===== src/cpu_pkg.sv =====
`default_nettype none

package cpu_pkg;

	localparam int WORD_W     = 16;
	localparam int IMEM_DEPTH = 64;
	localparam int NUM_REGS   = 8;

	typedef logic [WORD_W-1:0]             word_t;
	typedef logic [$clog2(NUM_REGS)-1:0]   reg_addr_t;
	typedef logic [$clog2(IMEM_DEPTH)-1:0] pc_t;

	// fields are op rd rs rt from the top bit down
	// imm6 and offset6 sit in the low six bits, imm8 in the low byte
	typedef enum logic [3:0] {
		OP_NOP  = 4'd0,
		OP_ADD  = 4'd1,
		OP_SUB  = 4'd2,
		OP_AND  = 4'd3,
		OP_OR   = 4'd4,
		OP_XOR  = 4'd5,
		OP_SLL  = 4'd6,
		OP_SRL  = 4'd7,
		OP_SLT  = 4'd8,
		OP_ADDI = 4'd9,
		OP_LI   = 4'd10,
		OP_BEQZ = 4'd11,
		OP_BNEZ = 4'd12,
		OP_HALT = 4'd15
	} opcode_e;

	typedef enum logic [3:0] {
		ALU_ADD,
		ALU_SUB,
		ALU_AND,
		ALU_OR,
		ALU_XOR,
		ALU_SLL,
		ALU_SRL,
		ALU_SLT,
		ALU_ADDI,
		ALU_LI
	} alu_op_e;

	typedef struct packed {
		alu_op_e   alu_op;
		logic      we;
		reg_addr_t rd;
		reg_addr_t ra;
		reg_addr_t rb;
		logic      uses_a;
		logic      uses_b;
		word_t     imm;
		logic      use_imm;
		logic      br_zero;
		logic      br_nonzero;
		pc_t       offset;
		logic      halt;
	} ctrl_t;

	typedef struct packed {
		logic      valid;
		alu_op_e   alu_op;
		logic      we;
		reg_addr_t rd;
		word_t     a;
		word_t     b;
		logic      halt;
	} exe_t;

	typedef struct packed {
		logic      en;
		reg_addr_t addr;
		word_t     value;
	} wb_t;

	// segment bits in gfedcba order, 1 lights the segment
	function automatic logic [6:0] seg_encode(input logic [3:0] nibble);
		logic [6:0] seg;
		case (nibble)
			4'h0: seg = 7'h3f;
			4'h1: seg = 7'h06;
			4'h2: seg = 7'h5b;
			4'h3: seg = 7'h4f;
			4'h4: seg = 7'h66;
			4'h5: seg = 7'h6d;
			4'h6: seg = 7'h7d;
			4'h7: seg = 7'h07;
			4'h8: seg = 7'h7f;
			4'h9: seg = 7'h6f;
			4'ha: seg = 7'h77;
			4'hb: seg = 7'h7c;
			4'hc: seg = 7'h39;
			4'hd: seg = 7'h5e;
			4'he: seg = 7'h79;
			default: seg = 7'h71;
		endcase
		return seg;
	endfunction

endpackage

`default_nettype wire


===== src/fetch_stage.sv =====
`default_nettype none

module fetch_stage import cpu_pkg::*; (
	input  logic  clk,
	input  logic  arst_n,
	input  logic  run,
	input  logic  load_en,
	input  pc_t   load_addr,
	input  word_t load_data,
	input  logic  hold,
	input  logic  stop,
	input  logic  redirect,
	input  pc_t   redirect_pc,
	output word_t if_inst,
	output pc_t   if_pc,
	output logic  if_valid
);

	pc_t   pc;
	word_t imem [IMEM_DEPTH];
	logic  stopped;
	logic  frozen;

	// once halt was seen the pc stays put until run drops
	assign frozen = hold || stop || stopped;

	// load port stands in for a bootloader
	always_ff @(posedge clk) begin
		if (load_en && !run) begin
			imem[load_addr] <= load_data;
		end
	end

	always_ff @(posedge clk or negedge arst_n) begin
		if (!arst_n) begin
			pc      <= '0;
			stopped <= 1'b0;
		end else if (!run) begin
			pc      <= '0;
			stopped <= 1'b0;
		end else begin
			if (stop) begin
				stopped <= 1'b1;
			end
			if (redirect) begin
				pc <= redirect_pc;
			end else if (!frozen) begin
				pc <= pc + pc_t'(1);
			end
		end
	end

	// if/id valid, a redirect or halt squashes the younger fetch
	always_ff @(posedge clk or negedge arst_n) begin
		if (!arst_n) begin
			if_valid <= 1'b0;
		end else if (!run || redirect || stop || stopped) begin
			if_valid <= 1'b0;
		end else if (!hold) begin
			if_valid <= 1'b1;
		end
	end

	always_ff @(posedge clk) begin
		if (!hold) begin
			if_inst <= imem[pc];
			if_pc   <= pc;
		end
	end

endmodule

`default_nettype wire


===== src/decoder.sv =====
`default_nettype none

module decoder import cpu_pkg::*; (
	input  word_t inst,
	output ctrl_t ctrl
);

	opcode_e   op;
	reg_addr_t rd;
	reg_addr_t rs;
	reg_addr_t rt;

	assign op = opcode_e'(inst[15:12]);
	assign rd = inst[11:9];
	assign rs = inst[8:6];
	assign rt = inst[5:3];

	always_comb begin
		// unused opcodes fall through as nop
		ctrl        = '0;
		ctrl.rd     = rd;
		ctrl.ra     = rs;
		ctrl.rb     = rt;
		ctrl.offset = inst[5:0];

		case (op)
			OP_ADD, OP_SUB, OP_AND, OP_OR, OP_XOR, OP_SLL, OP_SRL, OP_SLT: begin
				ctrl.we     = 1'b1;
				ctrl.uses_a = 1'b1;
				ctrl.uses_b = 1'b1;
			end
			OP_ADDI: begin
				ctrl.we      = 1'b1;
				ctrl.uses_a  = 1'b1;
				ctrl.use_imm = 1'b1;
				ctrl.imm     = {{10{inst[5]}}, inst[5:0]};
			end
			OP_LI: begin
				ctrl.we      = 1'b1;
				ctrl.use_imm = 1'b1;
				ctrl.imm     = {8'h00, inst[7:0]};
			end
			OP_BEQZ: begin
				ctrl.uses_a  = 1'b1;
				ctrl.br_zero = 1'b1;
			end
			OP_BNEZ: begin
				ctrl.uses_a     = 1'b1;
				ctrl.br_nonzero = 1'b1;
			end
			OP_HALT: begin
				ctrl.halt = 1'b1;
			end
			default: begin
			end
		endcase

		case (op)
			OP_SUB:  ctrl.alu_op = ALU_SUB;
			OP_AND:  ctrl.alu_op = ALU_AND;
			OP_OR:   ctrl.alu_op = ALU_OR;
			OP_XOR:  ctrl.alu_op = ALU_XOR;
			OP_SLL:  ctrl.alu_op = ALU_SLL;
			OP_SRL:  ctrl.alu_op = ALU_SRL;
			OP_SLT:  ctrl.alu_op = ALU_SLT;
			OP_ADDI: ctrl.alu_op = ALU_ADDI;
			OP_LI:   ctrl.alu_op = ALU_LI;
			default: ctrl.alu_op = ALU_ADD;
		endcase

		// r0 is hardwired, drop the write here
		ctrl.we = ctrl.we && (rd != '0);
	end

endmodule

`default_nettype wire


===== src/decode_stage.sv =====
`default_nettype none

module decode_stage import cpu_pkg::*; (
	input  logic      clk,
	input  logic      arst_n,
	input  logic      run,
	input  word_t     if_inst,
	input  pc_t       if_pc,
	input  logic      if_valid,
	input  logic      hold,
	output reg_addr_t rd_addr_a,
	output reg_addr_t rd_addr_b,
	input  word_t     rd_value_a,
	input  word_t     rd_value_b,
	output reg_addr_t src_a,
	output reg_addr_t src_b,
	output logic      uses_a,
	output logic      uses_b,
	output logic      redirect,
	output pc_t       redirect_pc,
	output logic      stop,
	output exe_t      exe
);

	ctrl_t ctrl;
	logic  issue;
	logic  is_zero;

	decoder u_decoder (
		.inst(if_inst),
		.ctrl(ctrl)
	);

	assign rd_addr_a = ctrl.ra;
	assign rd_addr_b = ctrl.rb;
	assign src_a     = ctrl.ra;
	assign src_b     = ctrl.rb;
	assign uses_a    = if_valid && ctrl.uses_a;
	assign uses_b    = if_valid && ctrl.uses_b;

	// branch resolves in id on the rs value
	assign issue       = if_valid && !hold;
	assign is_zero     = (rd_value_a == '0);
	assign redirect    = issue && ((ctrl.br_zero && is_zero) || (ctrl.br_nonzero && !is_zero));
	assign redirect_pc = if_pc + pc_t'(1) + ctrl.offset;
	assign stop        = issue && ctrl.halt;

	always_ff @(posedge clk or negedge arst_n) begin
		if (!arst_n) begin
			exe <= '0;
		end else if (!run || !issue) begin
			// bubble
			exe <= '0;
		end else begin
			exe.valid  <= 1'b1;
			exe.alu_op <= ctrl.alu_op;
			exe.we     <= ctrl.we;
			exe.rd     <= ctrl.rd;
			exe.a      <= rd_value_a;
			exe.b      <= ctrl.use_imm ? ctrl.imm : rd_value_b;
			exe.halt   <= ctrl.halt;
		end
	end

	a_redirect_stop_excl: assert property (@(posedge clk) disable iff (!arst_n)
		!(redirect && stop));

endmodule

`default_nettype wire


===== src/register_file.sv =====
`default_nettype none

module register_file import cpu_pkg::*; (
	input  logic      clk,
	input  logic      arst_n,
	input  reg_addr_t rd_addr_a,
	input  reg_addr_t rd_addr_b,
	output word_t     rd_value_a,
	output word_t     rd_value_b,
	input  wb_t       wb
);

	word_t regs [NUM_REGS];

	// write-through so a writer in exe/wb never needs a stall
	function automatic word_t read_reg(input reg_addr_t addr, input word_t stored,
			input wb_t wr);
		word_t value;
		if (addr == '0) begin
			value = '0;
		end else if (wr.en && wr.addr == addr) begin
			value = wr.value;
		end else begin
			value = stored;
		end
		return value;
	endfunction

	always_comb begin
		rd_value_a = read_reg(rd_addr_a, regs[rd_addr_a], wb);
		rd_value_b = read_reg(rd_addr_b, regs[rd_addr_b], wb);
	end

	always_ff @(posedge clk or negedge arst_n) begin
		if (!arst_n) begin
			for (int i = 0; i < NUM_REGS; i++) begin
				regs[i] <= '0;
			end
		end else if (wb.en && wb.addr != '0) begin
			regs[wb.addr] <= wb.value;
		end
	end

endmodule

`default_nettype wire


===== src/hazard_ctrl.sv =====
`default_nettype none

module hazard_ctrl import cpu_pkg::*; (
	input  reg_addr_t src_a,
	input  reg_addr_t src_b,
	input  logic      uses_a,
	input  logic      uses_b,
	input  exe_t      exe,
	output logic      hold
);

	logic pending;
	logic hit_a;
	logic hit_b;

	// only the writer in execute matters, exe/wb is covered by write-through
	assign pending = exe.valid && exe.we;
	assign hit_a   = uses_a && (src_a != '0) && (src_a == exe.rd);
	assign hit_b   = uses_b && (src_b != '0) && (src_b == exe.rd);
	assign hold    = pending && (hit_a || hit_b);

endmodule

`default_nettype wire


===== src/execute_stage.sv =====
`default_nettype none

module execute_stage import cpu_pkg::*; (
	input  logic clk,
	input  logic arst_n,
	input  logic run,
	input  exe_t exe,
	output wb_t  wb,
	output logic halted
);

	word_t alu_res;

	always_comb begin
		case (exe.alu_op)
			ALU_SUB: alu_res = exe.a - exe.b;
			ALU_AND: alu_res = exe.a & exe.b;
			ALU_OR:  alu_res = exe.a | exe.b;
			ALU_XOR: alu_res = exe.a ^ exe.b;
			// shift amount is the low nibble of rt
			ALU_SLL: alu_res = exe.a << exe.b[3:0];
			ALU_SRL: alu_res = exe.a >> exe.b[3:0];
			ALU_SLT: alu_res = {15'h0000, ($signed(exe.a) < $signed(exe.b))};
			ALU_LI:  alu_res = exe.b;
			default: alu_res = exe.a + exe.b;
		endcase
	end

	always_ff @(posedge clk or negedge arst_n) begin
		if (!arst_n) begin
			wb     <= '0;
			halted <= 1'b0;
		end else begin
			wb.en    <= run && exe.valid && exe.we;
			wb.addr  <= exe.rd;
			wb.value <= alu_res;
			// sticky until run drops
			if (!run) begin
				halted <= 1'b0;
			end else if (exe.valid && exe.halt) begin
				halted <= 1'b1;
			end
		end
	end

	a_no_r0_write: assert property (@(posedge clk) disable iff (!arst_n)
		wb.en |-> wb.addr != '0);

	// fetch and decode must have squashed everything behind the halt
	a_quiet_after_halt: assert property (@(posedge clk) disable iff (!arst_n)
		halted |=> !wb.en);

endmodule

`default_nettype wire


===== src/debug_display.sv =====
`default_nettype none

module debug_display import cpu_pkg::*; (
	input  logic       clk,
	input  logic       arst_n,
	input  wb_t        wb,
	output word_t      led,
	output logic [6:0] seg1,
	output logic [6:0] seg2
);

	reg_addr_t last_addr;
	word_t     last_value;

	// keep the most recent register write on show
	always_ff @(posedge clk or negedge arst_n) begin
		if (!arst_n) begin
			last_addr  <= '0;
			last_value <= '0;
		end else if (wb.en) begin
			last_addr  <= wb.addr;
			last_value <= wb.value;
		end
	end

	assign led = last_value;

	// address on the first digit, low nibble of the value on the second
	assign seg1 = seg_encode({1'b0, last_addr});
	assign seg2 = seg_encode(last_value[3:0]);

endmodule

`default_nettype wire


===== src/cpu_top.sv =====
`default_nettype none

module cpu_top import cpu_pkg::*; (
	input  logic       clk,
	input  logic       arst_n,
	input  logic       run,
	input  logic       load_en,
	input  pc_t        load_addr,
	input  word_t      load_data,
	output wb_t        wb_trace,
	output logic       halted,
	output word_t      led,
	output logic [6:0] seg1,
	output logic [6:0] seg2
);

	// if stage
	word_t     if_inst;
	pc_t       if_pc;
	logic      if_valid;

	// id stage and its feedback to fetch
	logic      redirect;
	pc_t       redirect_pc;
	logic      stop;
	reg_addr_t rd_addr_a;
	reg_addr_t rd_addr_b;
	word_t     rd_value_a;
	word_t     rd_value_b;

	// stall control
	reg_addr_t src_a;
	reg_addr_t src_b;
	logic      uses_a;
	logic      uses_b;
	logic      hold;

	exe_t      exe;

	fetch_stage u_fetch (
		.clk(clk),
		.arst_n(arst_n),
		.run(run),
		.load_en(load_en),
		.load_addr(load_addr),
		.load_data(load_data),
		.hold(hold),
		.stop(stop),
		.redirect(redirect),
		.redirect_pc(redirect_pc),
		.if_inst(if_inst),
		.if_pc(if_pc),
		.if_valid(if_valid)
	);

	decode_stage u_decode (
		.clk(clk),
		.arst_n(arst_n),
		.run(run),
		.if_inst(if_inst),
		.if_pc(if_pc),
		.if_valid(if_valid),
		.hold(hold),
		.rd_addr_a(rd_addr_a),
		.rd_addr_b(rd_addr_b),
		.rd_value_a(rd_value_a),
		.rd_value_b(rd_value_b),
		.src_a(src_a),
		.src_b(src_b),
		.uses_a(uses_a),
		.uses_b(uses_b),
		.redirect(redirect),
		.redirect_pc(redirect_pc),
		.stop(stop),
		.exe(exe)
	);

	register_file u_regs (
		.clk(clk),
		.arst_n(arst_n),
		.rd_addr_a(rd_addr_a),
		.rd_addr_b(rd_addr_b),
		.rd_value_a(rd_value_a),
		.rd_value_b(rd_value_b),
		.wb(wb_trace)
	);

	hazard_ctrl u_hazard (
		.src_a(src_a),
		.src_b(src_b),
		.uses_a(uses_a),
		.uses_b(uses_b),
		.exe(exe),
		.hold(hold)
	);

	execute_stage u_execute (
		.clk(clk),
		.arst_n(arst_n),
		.run(run),
		.exe(exe),
		.wb(wb_trace),
		.halted(halted)
	);

	debug_display u_display (
		.clk(clk),
		.arst_n(arst_n),
		.wb(wb_trace),
		.led(led),
		.seg1(seg1),
		.seg2(seg2)
	);

endmodule

`default_nettype wire


===== config.mk =====
export PLATFORM = sky130hd
export DESIGN_NAME = cpu_top
export DESIGN_NICKNAME = d
export VERILOG_FILES = /design/src/cpu_pkg.sv /design/src/fetch_stage.sv /design/src/decoder.sv /design/src/decode_stage.sv /design/src/register_file.sv /design/src/hazard_ctrl.sv /design/src/execute_stage.sv /design/src/debug_display.sv /design/src/cpu_top.sv
export SDC_FILE = /design/constraint.sdc
export NUM_CORES = 2
export LEC_CHECK = 0
export ABC_CLOCK_PERIOD_IN_PS = 6300
export BUFFER_PORTS_ARGS = -buffer_cell sky130_fd_sc_hd__buf_2
export CAP_MARGIN = 25
export CELL_PAD_IN_SITES_DETAIL_PLACEMENT = 0
export CELL_PAD_IN_SITES_GLOBAL_PLACEMENT = 1
export CORE_MARGIN = 1
export CORE_UTILIZATION = 41
export CTS_BUF_LIST = sky130_fd_sc_hd__clkbuf_8
export CTS_CLUSTER_DIAMETER = 150
export DETAILED_ROUTE_END_ITERATION = 8
export GPL_ROUTABILITY_DRIVEN = 0
export PLACE_DENSITY_LB_ADDON = 0.1
export SKIP_LAST_GASP = 1
export SYNTH_ARGS = -nofsm -noshare
export SYNTH_HDL_FRONTEND = slang
export SYNTH_SLANG_ARGS = --single-unit

===== constraint.sdc =====
create_clock -name clk -period 6.3 [get_ports clk]
set_input_delay 0.315 -clock clk [delete_from_list [all_inputs] [get_ports clk]]
set_output_delay 0.315 -clock clk [all_outputs]
set_load 0.01 [all_outputs]

# Yosys cells after proc, flatten, opt, wreduce, memory -nomap -nowiden
# Memories as Yosys holds them, arrays and structs flattened. A register that Yosys moved wholly into a read port is not among the register bits.
# Index checks and enable logic that the tools add are counted.
# totals
input_bits	26
romBits	232
latch_bits	0
ff_bits	224
mem_bits_rw	1024
n_memories	4
wordCells	155
out_inout_bits	51
# op_classes
add_sub_neg	5
eq_ne	29
shifts	2
mux	34
n_reduce_logical	45
n_mul	0
div_mod_pow	0
bitwise	6
magnitude_cmp	5
# mem_list
memory	depth	word_bits	rd	rd_clocked_by_memory_dff	wr	line	rtl
u_fetch.imem	64	16	1	1	1	fetch_stage.sv:20	word_t imem [IMEM_DEPTH];
(no name shown)	16	7	1	0	0	cpu_pkg.sv:80	case (nibble)
(no name shown)	16	4	1	0	0	decoder.sv:58	case (op)
(no name shown)	8	7	1	0	0	cpu_pkg.sv:80	
# ops
cell	n
2-to-1 mux 16 bit	10
bitwise mux 128 bit	1
one-hot mux 16 bit (8 select lines)	1
binary-select mux 16 bit (select 3 bit)	2
demux 16 bit (select 3 bit)	1
2-to-1 mux 42 bit	1
one-hot mux 17 bit (2 select lines)	1
== test 4 x 3 -> 1 bit (second input constant)	8
== test 4 bit (second input constant)	7
logical AND 1 bit	22
2-to-1 mux 6 bit	3
adder 16 bit	1
AND 16 bit	1
== test 4 x 2 -> 1 bit (second input constant)	4
logical NOT 16 bit	1
< comparator 16 bit	1
bitwise OR 16 bit	1
<< shifter 16 x 4 -> 16 bit	1
right shift 16 x 4 -> 16 bit	1
subtractor 16 bit	1
XOR 16 bit	1
2-to-1 mux 1 bit	14
adder 6 x 1 -> 6 bit (second input constant)	2
== test 3 bit	4
15 further kinds	36

# Logic depth before layout (Yosys ltp)
# depth
ltp_word	16
ltp_mapped	12
mapped_depth_nobuf	11

# Cells and area by module
# Synthesis repeated with hierarchy kept, for this count alone.
# unflattened
cells_unflattened	3457
hier_area_um2	56107.6
# by_module_without_submodules
module	cells_each	instances	seq_area_each_um2	area_each_um2
fetch_stage	1956	1	31610.3	40841.7
register_file	547	1	3203.1	7247.0
execute_stage	620	1	525.5	4495.6
decode_stage	154	1	1051.0	1816.7
debug_display	98	1	475.5	1133.6
decoder	68	1	0.0	470.5
hazard_ctrl	14	1	0.0	102.6

# Worst setup path after synthesis
# OpenSTA, ideal clock, no wires.
# synth_timing
kind	register to register
from	reg u_decode.exe[1] (netlist name)
to	reg u_execute.wb[14] (netlist name)
required_ps	6178
stages_incl_launch_ff	13
slack_ps	2957
t_arrival_ps	3222
path_buffers	3
setup_ps	122
synth_period_minus_slack_ps	3343
path_cell_list	dfrtp_1 clkbuf_1 buf_1 inv_1 buf_1 ha_1 mux2i_1 a211oi_1 a2111o_1 or3_1 a21oi_1 nand3_1 a32o_1
# synth_between
elab_chain_len	2
elab_cells_between_ends	5
cone_classes	add/sub (2); shift (2); mux (1)
# synth_rtl
item	line	rtl
adder 16 bit, or another cell as far along	execute_stage.sv:25	default: alu_res = exe.a + exe.b;
one-hot mux 16 bit (8 select lines) *	execute_stage.sv:15	case (exe.alu_op)
net u_execute.alu_res[14]	execute_stage.sv:12	word_t alu_res;
# The timed path passes the listed nets; every way through them passes the cells marked *.
# A chain may end at the register's enable or synchronous reset.

# Final worst setup path
# layout_timing
from	reg u_fetch.if_inst[7] (read register of u_fetch.imem)
to	reg u_fetch.pc[0]
# layout_between
elab_chain_len	13
elab_cells_between_ends	29
cone_classes	eq/ne (3); mux (7); bitwise (1); reduce/logical (18)
# layout_rtl
item	line	rtl
from (decl)	fetch_stage.sv:14	output word_t if_inst,
inverter 3 -> 4 bit (implied by the code)	register_file.sv:30	rd_value_a = read_reg(rd_addr_a, regs[rd_addr_a], wb);
binary-select mux 16 bit (select 3 bit)	register_file.sv:30	
2-to-1 mux 16 bit (implied by the code) (2 in series)	register_file.sv:30	
2-to-1 mux 16 bit	register_file.sv:21	end else if (wr.en && wr.addr == addr) begin
2-to-1 mux 16 bit	register_file.sv:19	if (addr == '0) begin
logical NOT 16 bit	decode_stage.sv:43	assign is_zero = (rd_value_a == '0);
logical NOT 1 bit	decode_stage.sv:44	assign redirect = issue && ((ctrl.br_zero && is_zero) || (ctrl.br_nonzero && !is_zero));
logical AND 1 bit	decode_stage.sv:44	
logical OR 1 bit	decode_stage.sv:44	
logical AND 1 bit	decode_stage.sv:44	
2-to-1 mux 6 bit	fetch_stage.sv:45	if (redirect) begin
2-to-1 mux 6 bit	fetch_stage.sv:38	end else if (!run) begin
to (signal assigned)	fetch_stage.sv:46	pc <= redirect_pc;
to (signal assigned)	fetch_stage.sv:48	pc <= pc + pc_t'(1);
to (decl)	fetch_stage.sv:19	pc_t pc;
# Parallel ways exist; a longest one is shown, timed or not. The select of a mux whose other input is x is not followed.

==> metrics.yaml <==
layout_min_cycle_time_ns: 3.794
cpPeakStageDelay_ns: 0.67
initial_core_util_pct: 41.36
grt_antenna_before_repair: 12
cts_tree: "yes"
yosys_warnings: 0
finalPower_w: 0.02174
first_pass_iters: 5
ys_seq_area_share_pct: 67.71
cts_setup_buffers: 0
synth_edf_count: 1046
min_period_over_period_pct: 60.22
yosys.area.top_type_share_pct: 57.69
wl_per_cell_microns: 28.83
core-area_sq_um: 131600
path_common_cell: "mux2_2"
syn-num-nets: 3057
leakagePower_nw: 21.24
final_core_util_pct: 46.78
synth_flop_cell: "edfxtp_1"
critPathCaptureType: "flip-flop"
tns_ns: 0
crit_family: "simple AND/OR/NAND/NOR gates"
grtUsageTotal_pct: 22.06
dp_cells: 4700
required_ns: 7.10
fin_ws_ns: 2.506
ys_types: 80
n_fill_cell: 11130
viasPerCell: 5.739
peakVddDrop_mv: 0.3290
cpMaxStageDelayCell: "edfxtp_1"
io_pins: 77
cts_made_buffers: 208
slew-limit-headroom_pct: 29.78
register_area_sq_um: 36880
drt_iter0_drc: 2959
cts-root-buf: "clkbuf_8"
port_buffers: 76
slew_viol_final: 0
drive_gt1_share_pct: 32.65
clk_pin_slew_ns: 0.06
grt_max_degree: 99
power.density_nw_per_um2: 353.1
final_cells: 5098
post-synth-top-area-cell: "edfxtp_1"
routed_wl_mm: 147.0
final_cell_mix: "1046 x edfxtp_1, 410 x mux4_2, 217 x clkbuf_8, 213 x dfrtp_1, 147 x mux2_2"
multi_input_area_sq_um: 16700
layout.nets: 3279
synth_seq_cells: 1264
maxCapViolations: 0
place_hpwl_mm: 88.73
layout_commonest_cell: "edfxtp_1"
status: "completed"
fin_skew_ns: 0.02384
ctsLongestPathBuffers: 3
max_slew.worst_pin.slew_ns: 1.053
first_global_vias: 30670
postRouteAntennaNets: 0
synthesis.area_sq_um: 54450
die_height_microns: 366.4
rows: 133
netlist_top_cells_area: "edfxtp_1 58%, mux4_2 17%, dfrtp_1 10%"
dieArea_sq_um: 134300
crit_fanout: 27
clkSinkCount: 1264
vias: 29260
rsz0062_at_grt: "no"
critPathKind: "flip-flop to flip-flop"
synth_cells: 2954
critPathBufInv: 1
drc: 0
finalSetupViolations: 0
clk_latency_ns: 0.91
grt_pass1_wl_mm: 214.6
crit_path_cell_trace: "buf_4 > mux4_2 > mux2_2 > mux2_2 > o21a_1 > or4_1 > o2111a_1 > nor3_1 > and3b_1"
htree_levels: 4
cp.arrival_ns: 4.59
syn_to_final_growth_pct: 13.08
dieWidth_microns: 366.4
async_flop_share_pct: 17.25
post-place-ws_ns: 2.527
crit_path_start_kind: "flip-flop"
grt-ovfl-total: 0
fmax_ghz: 0.2636
hold_class: "input port to flip-flop"
avgSynthCellArea_sq_um: 18.43
hold_violations: 0
==> through the flow <==
stage,area (sq um),hold WS (ns)
final,61570,0.09025
after detailed placement,57510,0.3840
after global placement,57390,0.3766
after CTS,61450,0.0005300
after global routing,61570,0.04052
after floorplan,54450,0.01941
==> cells in the mapped netlist (7+ instances only) <==
| library cell | instances |
|---|---|
| buf_1 | 45 |
| nor3_1 | 36 |
| mux4_2 | 410 |
| nor2b_1 | 13 |
| nand2b_1 | 10 |
| and2_1 | 12 |
| nand3_1 | 13 |
| o21bai_1 | 12 |
| nand2_1 | 81 |
| edfxtp_1 | 1046 |
| mux2_2 | 147 |
| a22oi_1 | 20 |
| nand4_1 | 12 |
| clkbuf_1 | 153 |
| a21oi_1 | 82 |
| ha_1 | 74 |
| o211ai_1 | 23 |
| nor2_1 | 166 |
| inv_1 | 65 |
| o21ai_0 | 61 |
| o22ai_1 | 10 |
| dfrtp_1 | 218 |
| a211oi_1 | 12 |
| a21o_1 | 8 |
| xnor2_1 | 15 |
| o21a_1 | 7 |
| and3_1 | 13 |
| mux2i_1 | 50 |
==> final timing paths <==
path | from | to | slack, ns | cells after the start
worst max-delay path | u_fetch.if_inst[7]$_DFFE_PN_ | u_fetch.pc[0]$_DFFE_PN0P_ | 2.51 | 9
worst min-delay path | load_data[3] | u_fetch.imem[26][3]$_DFFE_PP_ | 0.09 | 2
worst min register to register | u_regs.regs[123]$_DFFE_PN0P_ | u_regs.regs[123]$_DFFE_PN0P_ | 0.39 | 0
worst max register to register | u_fetch.if_inst[7]$_DFFE_PN_ | u_fetch.pc[0]$_DFFE_PN0P_ | 2.51 | 9
min in group asynchronous | arst_n | u_regs.regs[45]$_DFFE_PN0P_ | 0.56 | 3
max in group asynchronous | arst_n | u_execute.wb[11]$_DFF_PN0_ | 4.27 | 4
==> state kept, by name, summed over array words and instances, names as in the netlist <==
register and cells:
u_display.led 16, u_fetch.if_valid 1, u_fetch.pc 6, u_fetch.stopped 1, u_execute.halted 1, u_execute.wb 20
u_fetch.if_pc 6, u_fetch.if_inst 16, u_display.last_addr 3, u_decode.exe 42, u_fetch.imem 1024, u_regs.regs 128
==> where the power goes <==
group	switching [W]	internal (W)	leakage, nW	total (W)
Sequential	0.000395	0.00927	12.5	0.00967
Combinational	0.00293	0.00253	6.58	0.00546
Clock	0.00333	0.00329	2.19	0.00662
==> logic make-up (layout without fill, tap and decap cells) <==
logic type	Yosys count	in the layout	share of synthesized area, %
flip-flops	1264	1264	67.71
multiplexers	607	607	20.92
AND/OR/NAND/NOR	398	398	3.465
AO/OA/AOI/OAI	311	311	3.806
buffers and inverters	276	663	1.953
adder cells (fa/ha/maj)	77	77	1.811
XOR/XNOR	21	21	0.3378
other	0	2	0
==> timing repair <==
item,4_1_cts,5_1_grt
gates resized for setup,0,0
hold buffers,13,4
hold endpoints to repair,431,137
==> routing by layer <==
layer  GRT usage [%]  share of wire [%]  up-vias  wire length, microns
met2           35.70                 49      953                 71580
li1                -                  -    12440                     -
met3           4.468                5.7      206                  8311
met4           5.383                1.9        2                  2767
met1           30.66                 44    15660                 64290
met5               0              0.013        -                    19
==> area by class of cell <==
cell class,instances,area share (%)
antenna,2,0.008129
inverter,67,0.4085
tap,1755,3.566
timing repair buffer,221,2.812
multi-input combinational,1414,27.13
sequential,1264,59.90
clock buffer,217,4.851
clock inverter,158,1.323
(Power assumes the default switching activity.)
